File: src/design/cache_bus_pkg.sv
`default_nettype none

package cache_bus_pkg;

    localparam int WORD_BITS   = 32;
    localparam int LINE_BEATS  = 4;
    localparam int LINE_BITS   = WORD_BITS * LINE_BEATS;
    localparam int OFFSET_BITS = 4;

    typedef logic [31:0]          addr_t;
    typedef logic [WORD_BITS-1:0] word_t;
    typedef logic [LINE_BITS-1:0] line_t;
    typedef logic [1:0]           beat_cnt_t;
    typedef logic [3:0]           strb_t;
    typedef logic [7:0]           len_t;

    // burst length field is beats minus one
    localparam len_t      BURST_LEN = len_t'(LINE_BEATS - 1);
    localparam beat_cnt_t LAST_BEAT = beat_cnt_t'(LINE_BEATS - 1);

    typedef enum logic [1:0] {
        RD_IDLE   = 2'b00,
        RD_ICACHE = 2'b01,
        RD_DCACHE = 2'b10
    } rd_state_t;

    typedef enum logic {
        WR_IDLE = 1'b0,
        WR_BUSY = 1'b1
    } wr_state_t;

    typedef struct packed {
        logic  req;
        addr_t addr;
    } rd_req_t;

    typedef struct packed {
        logic  req;
        addr_t addr;
        line_t line;
    } wr_req_t;

    typedef struct packed {
        logic  en;
        addr_t addr;
    } rd_bus_t;

    typedef struct packed {
        logic  en;
        addr_t addr;
        word_t data;
        logic  last;
    } wr_bus_t;

    // clear the byte offset within a line
    function automatic addr_t line_align(addr_t addr);
        return {addr[31:OFFSET_BITS], {OFFSET_BITS{1'b0}}};
    endfunction

endpackage

`default_nettype wire

File: src/design/bus_port_merge.sv
`timescale 1ns/1ps
`default_nettype none

module bus_port_merge
    import cache_bus_pkg::*;
(
    input  wire         clk,
    input  wire         rst,
    input  wire         rd_busy_i,
    input  wire         wr_busy_i,
    input  wire addr_t  pend_addr_i,
    input  wire addr_t  wr_line_addr_i,
    output logic        read_hold_o,
    output logic        bus_ce_o,
    output strb_t       wstrb_o,
    output len_t        rlen_o,
    output len_t        wlen_o,
    output logic        rd_ready_o,
    output logic        wr_ready_o
);

    logic ce_q;
    logic same_line;

    // only the line bits matter, the offset is already cleared
    assign same_line = pend_addr_i[31:OFFSET_BITS] == wr_line_addr_i[31:OFFSET_BITS];

    // refill of a line still being written back would fetch stale words
    assign read_hold_o = wr_busy_i && same_line;

    always_ff @(posedge clk or negedge rst)
    begin
        if (!rst)
            ce_q <= 1'b0;
        else
            ce_q <= 1'b1;
    end

    assign bus_ce_o = ce_q;

    // full word writes only
    assign wstrb_o = wr_busy_i ? '1 : '0;

    assign rlen_o = BURST_LEN;
    assign wlen_o = BURST_LEN;

    assign rd_ready_o = !rd_busy_i;
    assign wr_ready_o = !wr_busy_i;

endmodule

`default_nettype wire

File: src/design/cache_bus_bridge.sv
`timescale 1ns/1ps
`default_nettype none

module cache_bus_bridge
    import cache_bus_pkg::*;
(
    input  wire             clk,
    input  wire             rst,
    input  wire rd_req_t    icache_req_i,
    input  wire rd_req_t    dcache_req_i,
    input  wire wr_req_t    wr_req_i,
    input  wire word_t      rdata_i,
    input  wire             rdata_valid_i,
    input  wire             wresp_i,
    output rd_bus_t         rd_bus_o,
    output wr_bus_t         wr_bus_o,
    output logic            bus_ce_o,
    output strb_t           wstrb_o,
    output len_t            rlen_o,
    output len_t            wlen_o,
    output logic            rd_ready_o,
    output logic            wr_ready_o,
    output line_t           icache_line_o,
    output logic            icache_valid_o,
    output line_t           dcache_line_o,
    output logic            dcache_valid_o,
    output logic            wr_done_o
);

    logic  rd_busy;
    logic  wr_busy;
    logic  read_hold;
    addr_t pend_addr;
    addr_t wr_line_addr;

    refill_read_engine i_read (
        .clk            (clk),
        .rst            (rst),
        .icache_req_i   (icache_req_i),
        .dcache_req_i   (dcache_req_i),
        .read_hold_i    (read_hold),
        .rdata_i        (rdata_i),
        .rdata_valid_i  (rdata_valid_i),
        .rd_bus_o       (rd_bus_o),
        .pend_addr_o    (pend_addr),
        .busy_o         (rd_busy),
        .icache_line_o  (icache_line_o),
        .icache_valid_o (icache_valid_o),
        .dcache_line_o  (dcache_line_o),
        .dcache_valid_o (dcache_valid_o)
    );

    writeback_engine i_write (
        .clk            (clk),
        .rst            (rst),
        .wr_req_i       (wr_req_i),
        .wresp_i        (wresp_i),
        .wr_bus_o       (wr_bus_o),
        .wr_line_addr_o (wr_line_addr),
        .busy_o         (wr_busy),
        .wr_done_o      (wr_done_o)
    );

    bus_port_merge i_merge (
        .clk            (clk),
        .rst            (rst),
        .rd_busy_i      (rd_busy),
        .wr_busy_i      (wr_busy),
        .pend_addr_i    (pend_addr),
        .wr_line_addr_i (wr_line_addr),
        .read_hold_o    (read_hold),
        .bus_ce_o       (bus_ce_o),
        .wstrb_o        (wstrb_o),
        .rlen_o         (rlen_o),
        .wlen_o         (wlen_o),
        .rd_ready_o     (rd_ready_o),
        .wr_ready_o     (wr_ready_o)
    );

endmodule

`default_nettype wire

File: src/design/refill_read_engine.sv
`timescale 1ns/1ps
`default_nettype none

module refill_read_engine
    import cache_bus_pkg::*;
(
    input  wire             clk,
    input  wire             rst,
    input  wire rd_req_t    icache_req_i,
    input  wire rd_req_t    dcache_req_i,
    input  wire             read_hold_i,
    input  wire word_t      rdata_i,
    input  wire             rdata_valid_i,
    output rd_bus_t         rd_bus_o,
    output addr_t           pend_addr_o,
    output logic            busy_o,
    output line_t           icache_line_o,
    output logic            icache_valid_o,
    output line_t           dcache_line_o,
    output logic            dcache_valid_o
);

    rd_state_t state_q;
    beat_cnt_t beat_q;
    addr_t     addr_q;
    line_t     icache_line_q;
    line_t     dcache_line_q;
    logic      icache_valid_q;
    logic      dcache_valid_q;
    logic      take_d;
    logic      take_i;
    logic      last_beat;

    // a cache still seeing its valid pulse holds the request it just got served
    assign take_d = dcache_req_i.req && !dcache_valid_q;
    assign take_i = icache_req_i.req && !icache_valid_q && !take_d;

    assign last_beat = rdata_valid_i && (beat_q == LAST_BEAT);

    // line the next acceptance would fetch, for the same-line check
    assign pend_addr_o = take_d ? line_align(dcache_req_i.addr)
                                : line_align(icache_req_i.addr);

    always_ff @(posedge clk or negedge rst)
    begin
        if (!rst)
        begin
            state_q <= RD_IDLE;
            addr_q  <= '0;
        end
        else
        begin
            unique case (state_q)
                RD_IDLE:
                begin
                    if (!read_hold_i && take_d)
                    begin
                        state_q <= RD_DCACHE;
                        addr_q  <= line_align(dcache_req_i.addr);
                    end
                    else if (!read_hold_i && take_i)
                    begin
                        state_q <= RD_ICACHE;
                        addr_q  <= line_align(icache_req_i.addr);
                    end
                end
                RD_ICACHE, RD_DCACHE:
                begin
                    if (last_beat)
                        state_q <= RD_IDLE;
                end
                default:
                    state_q <= RD_IDLE;
            endcase
        end
    end

    always_ff @(posedge clk or negedge rst)
    begin
        if (!rst)
            beat_q <= '0;
        else if (state_q == RD_IDLE)
            beat_q <= '0;
        else if (rdata_valid_i)
            beat_q <= beat_q + beat_cnt_t'(1);
    end

    // each requester keeps its own line
    always_ff @(posedge clk or negedge rst)
    begin
        if (!rst)
        begin
            icache_line_q <= '0;
            dcache_line_q <= '0;
        end
        else if (rdata_valid_i)
        begin
            if (state_q == RD_ICACHE)
                icache_line_q[WORD_BITS*beat_q +: WORD_BITS] <= rdata_i;
            if (state_q == RD_DCACHE)
                dcache_line_q[WORD_BITS*beat_q +: WORD_BITS] <= rdata_i;
        end
    end

    always_ff @(posedge clk or negedge rst)
    begin
        if (!rst)
        begin
            icache_valid_q <= 1'b0;
            dcache_valid_q <= 1'b0;
        end
        else
        begin
            icache_valid_q <= (state_q == RD_ICACHE) && last_beat;
            dcache_valid_q <= (state_q == RD_DCACHE) && last_beat;
        end
    end

    always_comb
    begin
        rd_bus_o.en   = state_q != RD_IDLE;
        rd_bus_o.addr = addr_q;
    end

    assign busy_o         = state_q != RD_IDLE;
    assign icache_line_o  = icache_line_q;
    assign icache_valid_o = icache_valid_q;
    assign dcache_line_o  = dcache_line_q;
    assign dcache_valid_o = dcache_valid_q;

endmodule

`default_nettype wire

File: src/design/writeback_engine.sv
`timescale 1ns/1ps
`default_nettype none

module writeback_engine
    import cache_bus_pkg::*;
(
    input  wire             clk,
    input  wire             rst,
    input  wire wr_req_t    wr_req_i,
    input  wire             wresp_i,
    output wr_bus_t         wr_bus_o,
    output addr_t           wr_line_addr_o,
    output logic            busy_o,
    output logic            wr_done_o
);

    wr_state_t state_q;
    beat_cnt_t beat_q;
    addr_t     addr_q;
    line_t     line_q;
    logic      done_q;
    logic      accept;
    logic      final_resp;

    // request is still held during the done cycle, do not take it twice
    assign accept     = (state_q == WR_IDLE) && wr_req_i.req && !done_q;
    assign final_resp = wresp_i && (beat_q == LAST_BEAT);

    always_ff @(posedge clk or negedge rst)
    begin
        if (!rst)
        begin
            state_q <= WR_IDLE;
            addr_q  <= '0;
        end
        else
        begin
            unique case (state_q)
                WR_IDLE:
                begin
                    if (accept)
                    begin
                        state_q <= WR_BUSY;
                        addr_q  <= line_align(wr_req_i.addr);
                    end
                end
                WR_BUSY:
                begin
                    if (final_resp)
                        state_q <= WR_IDLE;
                end
                default:
                    state_q <= WR_IDLE;
            endcase
        end
    end

    always_ff @(posedge clk)
    begin
        if (accept)
            line_q <= wr_req_i.line;
    end

    // beat advances on each write response
    always_ff @(posedge clk or negedge rst)
    begin
        if (!rst)
            beat_q <= '0;
        else if (state_q == WR_IDLE)
            beat_q <= '0;
        else if (wresp_i)
            beat_q <= beat_q + beat_cnt_t'(1);
    end

    always_ff @(posedge clk or negedge rst)
    begin
        if (!rst)
            done_q <= 1'b0;
        else
            done_q <= (state_q == WR_BUSY) && final_resp;
    end

    always_comb
    begin
        wr_bus_o.en   = state_q == WR_BUSY;
        wr_bus_o.addr = addr_q;
        wr_bus_o.data = line_q[WORD_BITS*beat_q +: WORD_BITS];
        wr_bus_o.last = (state_q == WR_BUSY) && (beat_q == LAST_BEAT);
    end

    assign wr_line_addr_o = addr_q;
    assign busy_o         = state_q == WR_BUSY;
    assign wr_done_o      = done_q;

endmodule

`default_nettype wire

File: config.mk
export PLATFORM = sky130hd
export DESIGN_NAME = cache_bus_bridge
export DESIGN_NICKNAME = d
export VERILOG_FILES = /design/src/design/cache_bus_pkg.sv /design/src/design/bus_port_merge.sv /design/src/design/cache_bus_bridge.sv /design/src/design/refill_read_engine.sv /design/src/design/writeback_engine.sv
export SDC_FILE = /design/constraint.sdc
export NUM_CORES = 1
export LEC_CHECK = 0
export BUFFER_PORTS_ARGS = -buffer_cell sky130_fd_sc_hd__buf_2
export CORE_AREA = 2 2 251 253
export DETAILED_ROUTE_END_ITERATION = 8
export DIE_AREA = 0 0 253 255
export GPL_TIMING_DRIVEN = 0
export PLACE_DENSITY = 0.5
export SLEW_MARGIN = 20
export SYNTH_ARGS = -nofsm -noshare
export SYNTH_HDL_FRONTEND = slang
export SYNTH_SLANG_ARGS = --single-unit
File: constraint.sdc
create_clock -name clk -period 6 [get_ports clk]
set_input_delay 0.3 -clock clk [delete_from_list [all_inputs] [get_ports clk]]
set_output_delay 0.3 -clock clk [all_outputs]
set_load 0.05 [all_outputs]
==> summary.txt, run 1 <==
status -> finished clean
Mapped Area -> 0.01796 mm²
Critical R2R Launch -> i_read.dcache_valid_o
sequential-to-total area share from yosys stat -> 66.39%
Total GRT Usage -> 21.66%
arrival time worst endpoint -> 4100 ps
Top delay family on crit path -> buffers and inverters
core area -> 0.06216 mm²
Finished Cell Area -> 0.02597 mm²
root buf cell -> clkbuf_16
Synth Area in Compound Gates -> 10.32%
hpwl dp -> 54730 µm
final count of hold timing violations -> 0
Max stage delay on crit path -> 750 ps
hold path depth -> 3
Tightest Pin Transition -> 920.3 ps
YS warnings -> 0
Post-Synth Adder-Cell Area -> 0.6269%
crit path cell chain -> nand2b_4 > buf_6 > clkbuf_1 > buf_1 > clkbuf_1 > mux2i_1 > dlygate4sd3_1 > o21ai_1
commonest non-fill, non-tap cell in the layout -> buf_2
Crit. End Element -> flip-flop
min-delay worst type -> input port to flip-flop
vias per cell -> 4.725
worst-path fanout max -> 10
share of the synthesized area in the top cell type -> 45.00%
Netlist cell types -> 51
Max Buffers Root-to-Sink -> 3
# IOs -> 644
post-route setup TNS -> 0 ps
Layout Nets -> 2686
Async S/R FF share, synth -> 71.62%
largest net degree at the start of global routing -> 100
top layer in use -> met5
CP Buf/Inv Count -> 5
Die Width -> 253 µm
critical path's slowest cell -> clkbuf_1
vias in the first global route -> 15840
Detailed Routing Iterations Pass 1 -> 5
Post-Syn Instances -> 1537
Critical Path Most Common Cell -> clkbuf_1
Synth Area in Simple Gates -> 10.51%
Stages on worst setup path -> 8
GRT overflow -> 0
leakage -> 12.08 nW
VDD IR-drop max -> 212.5 µV
largest family of logic cells by synthesized area -> simple AND/OR/NAND/NOR gates
post-route ant nets -> 0
routability cong. -> 0.8603
clk_skew -> 26.17 ps
R2R setup slack -> 2360 ps
sum of routed wire segments on met1 -> 28620 µm
worst r2r path cells -> 8
wire length on met2 -> 35050 µm
cts bufs inserted -> 52
Storage cell area -> 0.01193 mm²
fmax -> 0.2748 GHz
multiplexer share of the synthesized area -> 6.854%
RR Endpoint -> i_read.addr_q[16]
hold worst-path end -> i_read.addr_q[13]
Clk Latency, worst-skew pair -> 610 ps
site row count -> 92
Clk pin slew, worst setup/hold paths -> 60 ps
Synth Area in XOR/XNOR -> 1.463%
Synth area leaders -> dfrtp_1, edfxtp_1, o21ai_0
register bit total from synthesis -> 451
Die Y -> 255 µm
Die ar. -> 0.06452 mm²
htree depth -> 2
Top FF cell, synth -> dfrtp_1
clock sinks -> 451
Avg WL per Cell -> 22.12 µm
CP Launch Type -> flip-flop
fill count -> 6016
antenna violations before repair -> 6
Initial DRC Count -> 879
Power Density -> 488.6 mW/mm²
area growth from synthesis to layout -> 44.55%
count of buffers from port buffering -> 607
min Tclk post-route -> 3638 ps
Post-synth EDFFs -> 128
Multi-input gate area -> 0.005441 mm²
Final Cycle Share -> 60.64%
DRC -> 0
critical hold path startpoint -> dcache_req_i[13]
CP Data Required Time -> 6460 ps
final wirelength -> 72110 µm
unrepaired setup endpoints after global routing -> false
Slew Limit Fails -> 0
synthesized area per cell -> 11.69 µm²
met3 WL post-DR -> 6338 µm
most frequent cells in the layout -> buf_2, nand2_1, dfrtp_1
normalized max-slew margin -> 38.65%
global-route wire length before repair -> 103700 µm
placed instance area -> 0.02223 mm²
CTS tree -> done
Starting Density -> 28.90%
Setup Viol. Count Final -> 0
final core utilization -> 41.77%
routed via count -> 15410
Critical Setup Path Class -> flip-flop to flip-flop
Max-Cap Viols -> 0
Yosys top cell by area -> dfrtp_1
layout cell share with drive strength beyond 1 -> 32.61%
[area by class of cell]
type,instances,share of cell area [%]
inverter,24,0.3469
antenna,5,0.04819
multi-input combinational,966,20.96
timing repair buffer,800,19.49
sequential,451,45.93
buffer,119,2.294
tap,799,3.850
clock inverter,26,1.311
clock buffer,70,5.777
[worst min-delay path, cell delays in order]
cell and delay (ps):
buf_2 100, mux2i_1 60, o21ai_0 120
[Yosys cell counts (2+ instances only)]
master     instances
nand4_1            3
xnor2_1           14
edfxtp_1         128
or2_2              2
nand2_1          401
nand2b_1           4
buf_6              3
nor3_1             4
a2111oi_0          4
buf_1              4
mux2i_1           24
xor2_1            16
clkbuf_1          78
a31oi_1            2
o21ai_1           18
nor4_1             3
nand3_1           16
a21oi_1           14
nor2b_1            7
a221oi_1           4
dfrtp_1          323
buf_4             32
o21ai_0          304
o22ai_1            2
conb_1             2
inv_1             24
mux4_2            32
nor3b_1            3
nand4b_1           2
mux2_2            23
nor2_1            12
ha_1               9
nand3b_1           2
[flip-flops by register name (all words and copies together) (netlist names), 2 cells and up]
register,cells
i_read.addr_q,28
i_write.line_q,128
i_write.wr_line_addr_o,28
i_write.beat_q,2
i_read.state_q,2
i_read.icache_line_o,128
i_read.dcache_line_o,128
i_read.beat_q,2
[metrics by stage]
stage	instances	worst slack [ps]	power (mW)	hold WS, ps
after floorplan	1560	706.1	7.698	4.409
after global placement	2966	-1728	9.245	458.3
after detailed placement	2971	2442	9.281	237.6
after CTS	3255	2424	12.81	1.324
after global routing	3257	2210	13.26	11.84
final	3260	2362	12.69	36.51
[repair_timing]
action	4_1_cts	5_1_grt
gates resized for setup	0	0
setup endpoints to repair	0	0
hold buffers	188	0
buffers inserted	0	0
hold endpoints to repair	278	0
[report_power, final]
part | switching, mW | internal, mW | total [mW]
Sequential | 0.396 | 3.77 | 4.17
Clock | 1.36 | 2.02 | 3.39
Combinational | 3.85 | 1.28 | 5.13
Total | 5.61 | 7.08 | 12.7
[metal layers]
metal	GRT usage, %	up-vias
met3	7.261	113
met1	25.93	7674
met4	6.543	4
met2	36.96	587
met5	0	-
li1	-	7027
[cell families after synthesis]
kind of cell | Yosys count
adders and majority gates | 9
and+or+nand+nor | 465
AOI/OAI and AO/OA | 357
other | 2
buffers and inverters | 143
xor gates and xnor gates | 30
DFF | 451
muxes | 80
[worst max path at each step]
stage	start	slack, ps	end
global route	i_read.dcache_valid_o	2210	i_read.addr_q[16]
global placement	rst	-1730	i_write.wr_line_addr_o[23]
detailed placement	i_read.dcache_valid_o	2440	i_read.addr_q[31]
floorplan	i_write.wr_done_o	710	i_write.wr_line_addr_o[17]
finish	i_read.dcache_valid_o	2360	i_read.addr_q[16]
CTS	i_read.dcache_valid_o	2420	i_read.addr_q[16]
Note: power is estimated with default switching activity, not from simulation.
==> inputs of run 2 (changes only) <==
--- a/config.mk
+++ b/config.mk
@@ -6,11 +6,11 @@
 export NUM_CORES = 1
 export LEC_CHECK = 0
 export BUFFER_PORTS_ARGS = -buffer_cell sky130_fd_sc_hd__buf_2
-export CORE_AREA = 2 2 251 253
+export CORE_AREA = 2 2 249 251
 export DETAILED_ROUTE_END_ITERATION = 8
-export DIE_AREA = 0 0 253 255
+export DIE_AREA = 0 0 251 253
 export GPL_TIMING_DRIVEN = 0
-export PLACE_DENSITY = 0.5
+export PLACE_DENSITY = 0.52
 export SLEW_MARGIN = 20
 export SYNTH_ARGS = -nofsm -noshare
 export SYNTH_HDL_FRONTEND = slang
==> constraint.sdc (replaced) <==
create_clock -name clk -period 3.26 [get_ports clk]
set_input_delay 0.163 -clock clk [delete_from_list [all_inputs] [get_ports clk]]
set_output_delay 0.163 -clock clk [all_outputs]
set_load 0.05 [all_outputs]
==> summary.txt, run 2 (synthesis results as in run 1) <==
status -> finished clean
DP Cell Count -> 2961
routability cong. -> 0.8588
Clock power frac -> 25.3%
CP Data Required Time -> 3730 ps
DRC -> 0
site row count -> 91
min Tclk post-route -> 3124 ps
final wirelength -> 70480 µm
met3 WL post-DR -> 6755 µm
antenna violations before repair -> 1
total chip power -> 22.96 mW
Die Y -> 253 µm
cts bufs inserted -> 52
layout cell share with drive strength beyond 1 -> 31.64%
# IOs -> 644
Max-Cap Viols -> 0
Crit. End Element -> flip-flop
hpwl dp -> 51990 µm
final core utilization -> 43.28%
Initial DRC Count -> 1155
post-route ant nets -> 0
CTS tree -> done
count of buffers from port buffering -> 607
core area -> 0.06103 mm²
Net Sw Frac -> 44.33%
CP Launch Type -> flip-flop
Die Width -> 251 µm
Starting Density -> 29.43%
Total GRT Usage -> 21.48%
fmax -> 0.3201 GHz
Power Internal -> 12.78 mW
vias per cell -> 4.748
vias in the first global route -> 16190
NetSw -> 10.18 mW
leakage -> 12.26 nW
Tightest Pin Transition -> 969.7 ps
htree depth -> 2
min-delay worst type -> input port to flip-flop
clock sinks -> 451
area growth from synthesis to layout -> 47.04%
GRT overflow -> 0
Final Cycle Share -> 95.82%
most frequent cells in the layout -> buf_2, nand2_1, dfrtp_1
Final Non-Filler Cells -> 3304
Detailed Routing Iterations Pass 1 -> 5
normalized max-slew margin -> 35.11%
Die ar. -> 0.06350 mm²
Max Buffers Root-to-Sink -> 3
clk_skew -> 18.57 ps
Reg power frac -> 33.4%
worst r2r path cells -> 10
arrival time worst endpoint -> 3590 ps
VDD IR-drop max -> 475.2 µV
combinational power share -> 41.2%
root buf cell -> clkbuf_16
sum of routed wire segments on met1 -> 27470 µm
worst-path fanout max -> 10
Avg WL per Cell -> 21.33 µm
commonest non-fill, non-tap cell in the layout -> buf_2
global-route wire length before repair -> 102900 µm
Clk Latency, worst-skew pair -> 590 ps
hold path depth -> 4
wire length on met2 -> 34190 µm
Slew Limit Fails -> 0
largest net degree at the start of global routing -> 102
final count of hold timing violations -> 0
routed via count -> 15690
Clk pin slew, worst setup/hold paths -> 60 ps
Power Density -> 869.2 mW/mm²
Layout Nets -> 2745
Setup Viol. Count Final -> 0
top layer in use -> met4
WHS -> 107.9 ps
Critical Setup Path Class -> flip-flop to flip-flop
[run 2: changes by cell type in the layout (fill, tap and decap cells not counted), moves of 2 or more]
cell / before / now
buf_1: 4 / 0
clkinv_2: 11 / 5
bufinv_16: 6 / 3
clkinv_1: 0 / 3
clkbuf_2: 1 / 7
clkbuf_1: 83 / 92
inv_6: 4 / 0
clkbuf_8: 11 / 9
clkinvlp_4: 2 / 0
a2111oi_0: 4 / 2
diode_2: 5 / 1
dlygate4sd3_1: 188 / 247
[run 2: path summary, 6_finish.rpt]
kind | startpoint | to | slack [ps]
worst min-delay path | icache_req_i[32] | i_read.state_q[1] | 110
worst max-delay path | i_read.dcache_valid_o | i_read.addr_q[31] | 140
min in group asynchronous | rst | i_read.icache_line_o[61] | 140
max in group asynchronous | rst | i_read.icache_line_o[104] | 1740
worst max register to register | i_read.dcache_valid_o | i_read.addr_q[31] | 140
worst min register to register | i_read.icache_line_o[122] | i_read.icache_line_o[122] | 480
[run 2: cell type report]
| class | count | area (µm²) |
|---|---|---|
| fillers | 5849 | 34620 |
| flip-flops and latches | 451 | 11930 |
| repair buffers | 859 | 5638 |
| multi-input cells | 966 | 5478 |
| clock buffers | 80 | 1508 |
| well taps | 790 | 988.4 |
| plain buffers | 119 | 618.1 |
| clock inverters | 14 | 163.9 |
| inverters | 24 | 90.09 |
| diodes | 1 | 2.502 |
[run 2: worst max-delay path, stage by stage (launching register included)]
cell and delay, ps:
dfrtp_1 360, nand2b_4 130, buf_6 150, mux2i_1 320
xnor2_1 150, or4_1 570, nor4_2 280, nor4b_4 350
or2_1 160, buf_4 190, mux2_1 330
[run 2: through the flow]
| stage | cell area, µm² | setup slack (ps) | setup TNS (ps) |
|---|---|---|---|
| floorplan | 18050 | 238.1 | 0 |
| global placement | 22080 | -4293 | -1374460 |
| detailed placement | 22210 | -221.4 | -3379 |
| CTS | 26380 | 2.918 | 0 |
| global route | 26410 | -4.639 | -4.639 |
| finish | 26410 | 136.2 | 0 |
[run 2: power by group through the flow]
stage	registers (mW)	logic [mW]	clock network [mW]
after global routing	7.79	10.0	6.19
final	7.68	9.47	5.81
after CTS	7.66	9.49	5.95
after detailed placement	7.75	9.21	0
after floorplan	10.5	3.63	0
after global placement	7.73	9.12	0
[run 2: layer usage]
metal  global-route usage, %  vias up
li1                        -     7142
met1                   25.48     7772
met2                   36.72      657
met3                   7.412      115
met4                   6.514        0
met5                       0        -
[run 2: timing repair]
item / CTS / global route
endpoints found under the hold margin: 501 / 0
resized for setup: 9 / 11
buffers inserted: 0 / 1
hold buffers: 247 / 0
pin swaps: 0 / 1
gates cloned: 0 / 0
endpoints found under the setup margin: 40 / 40
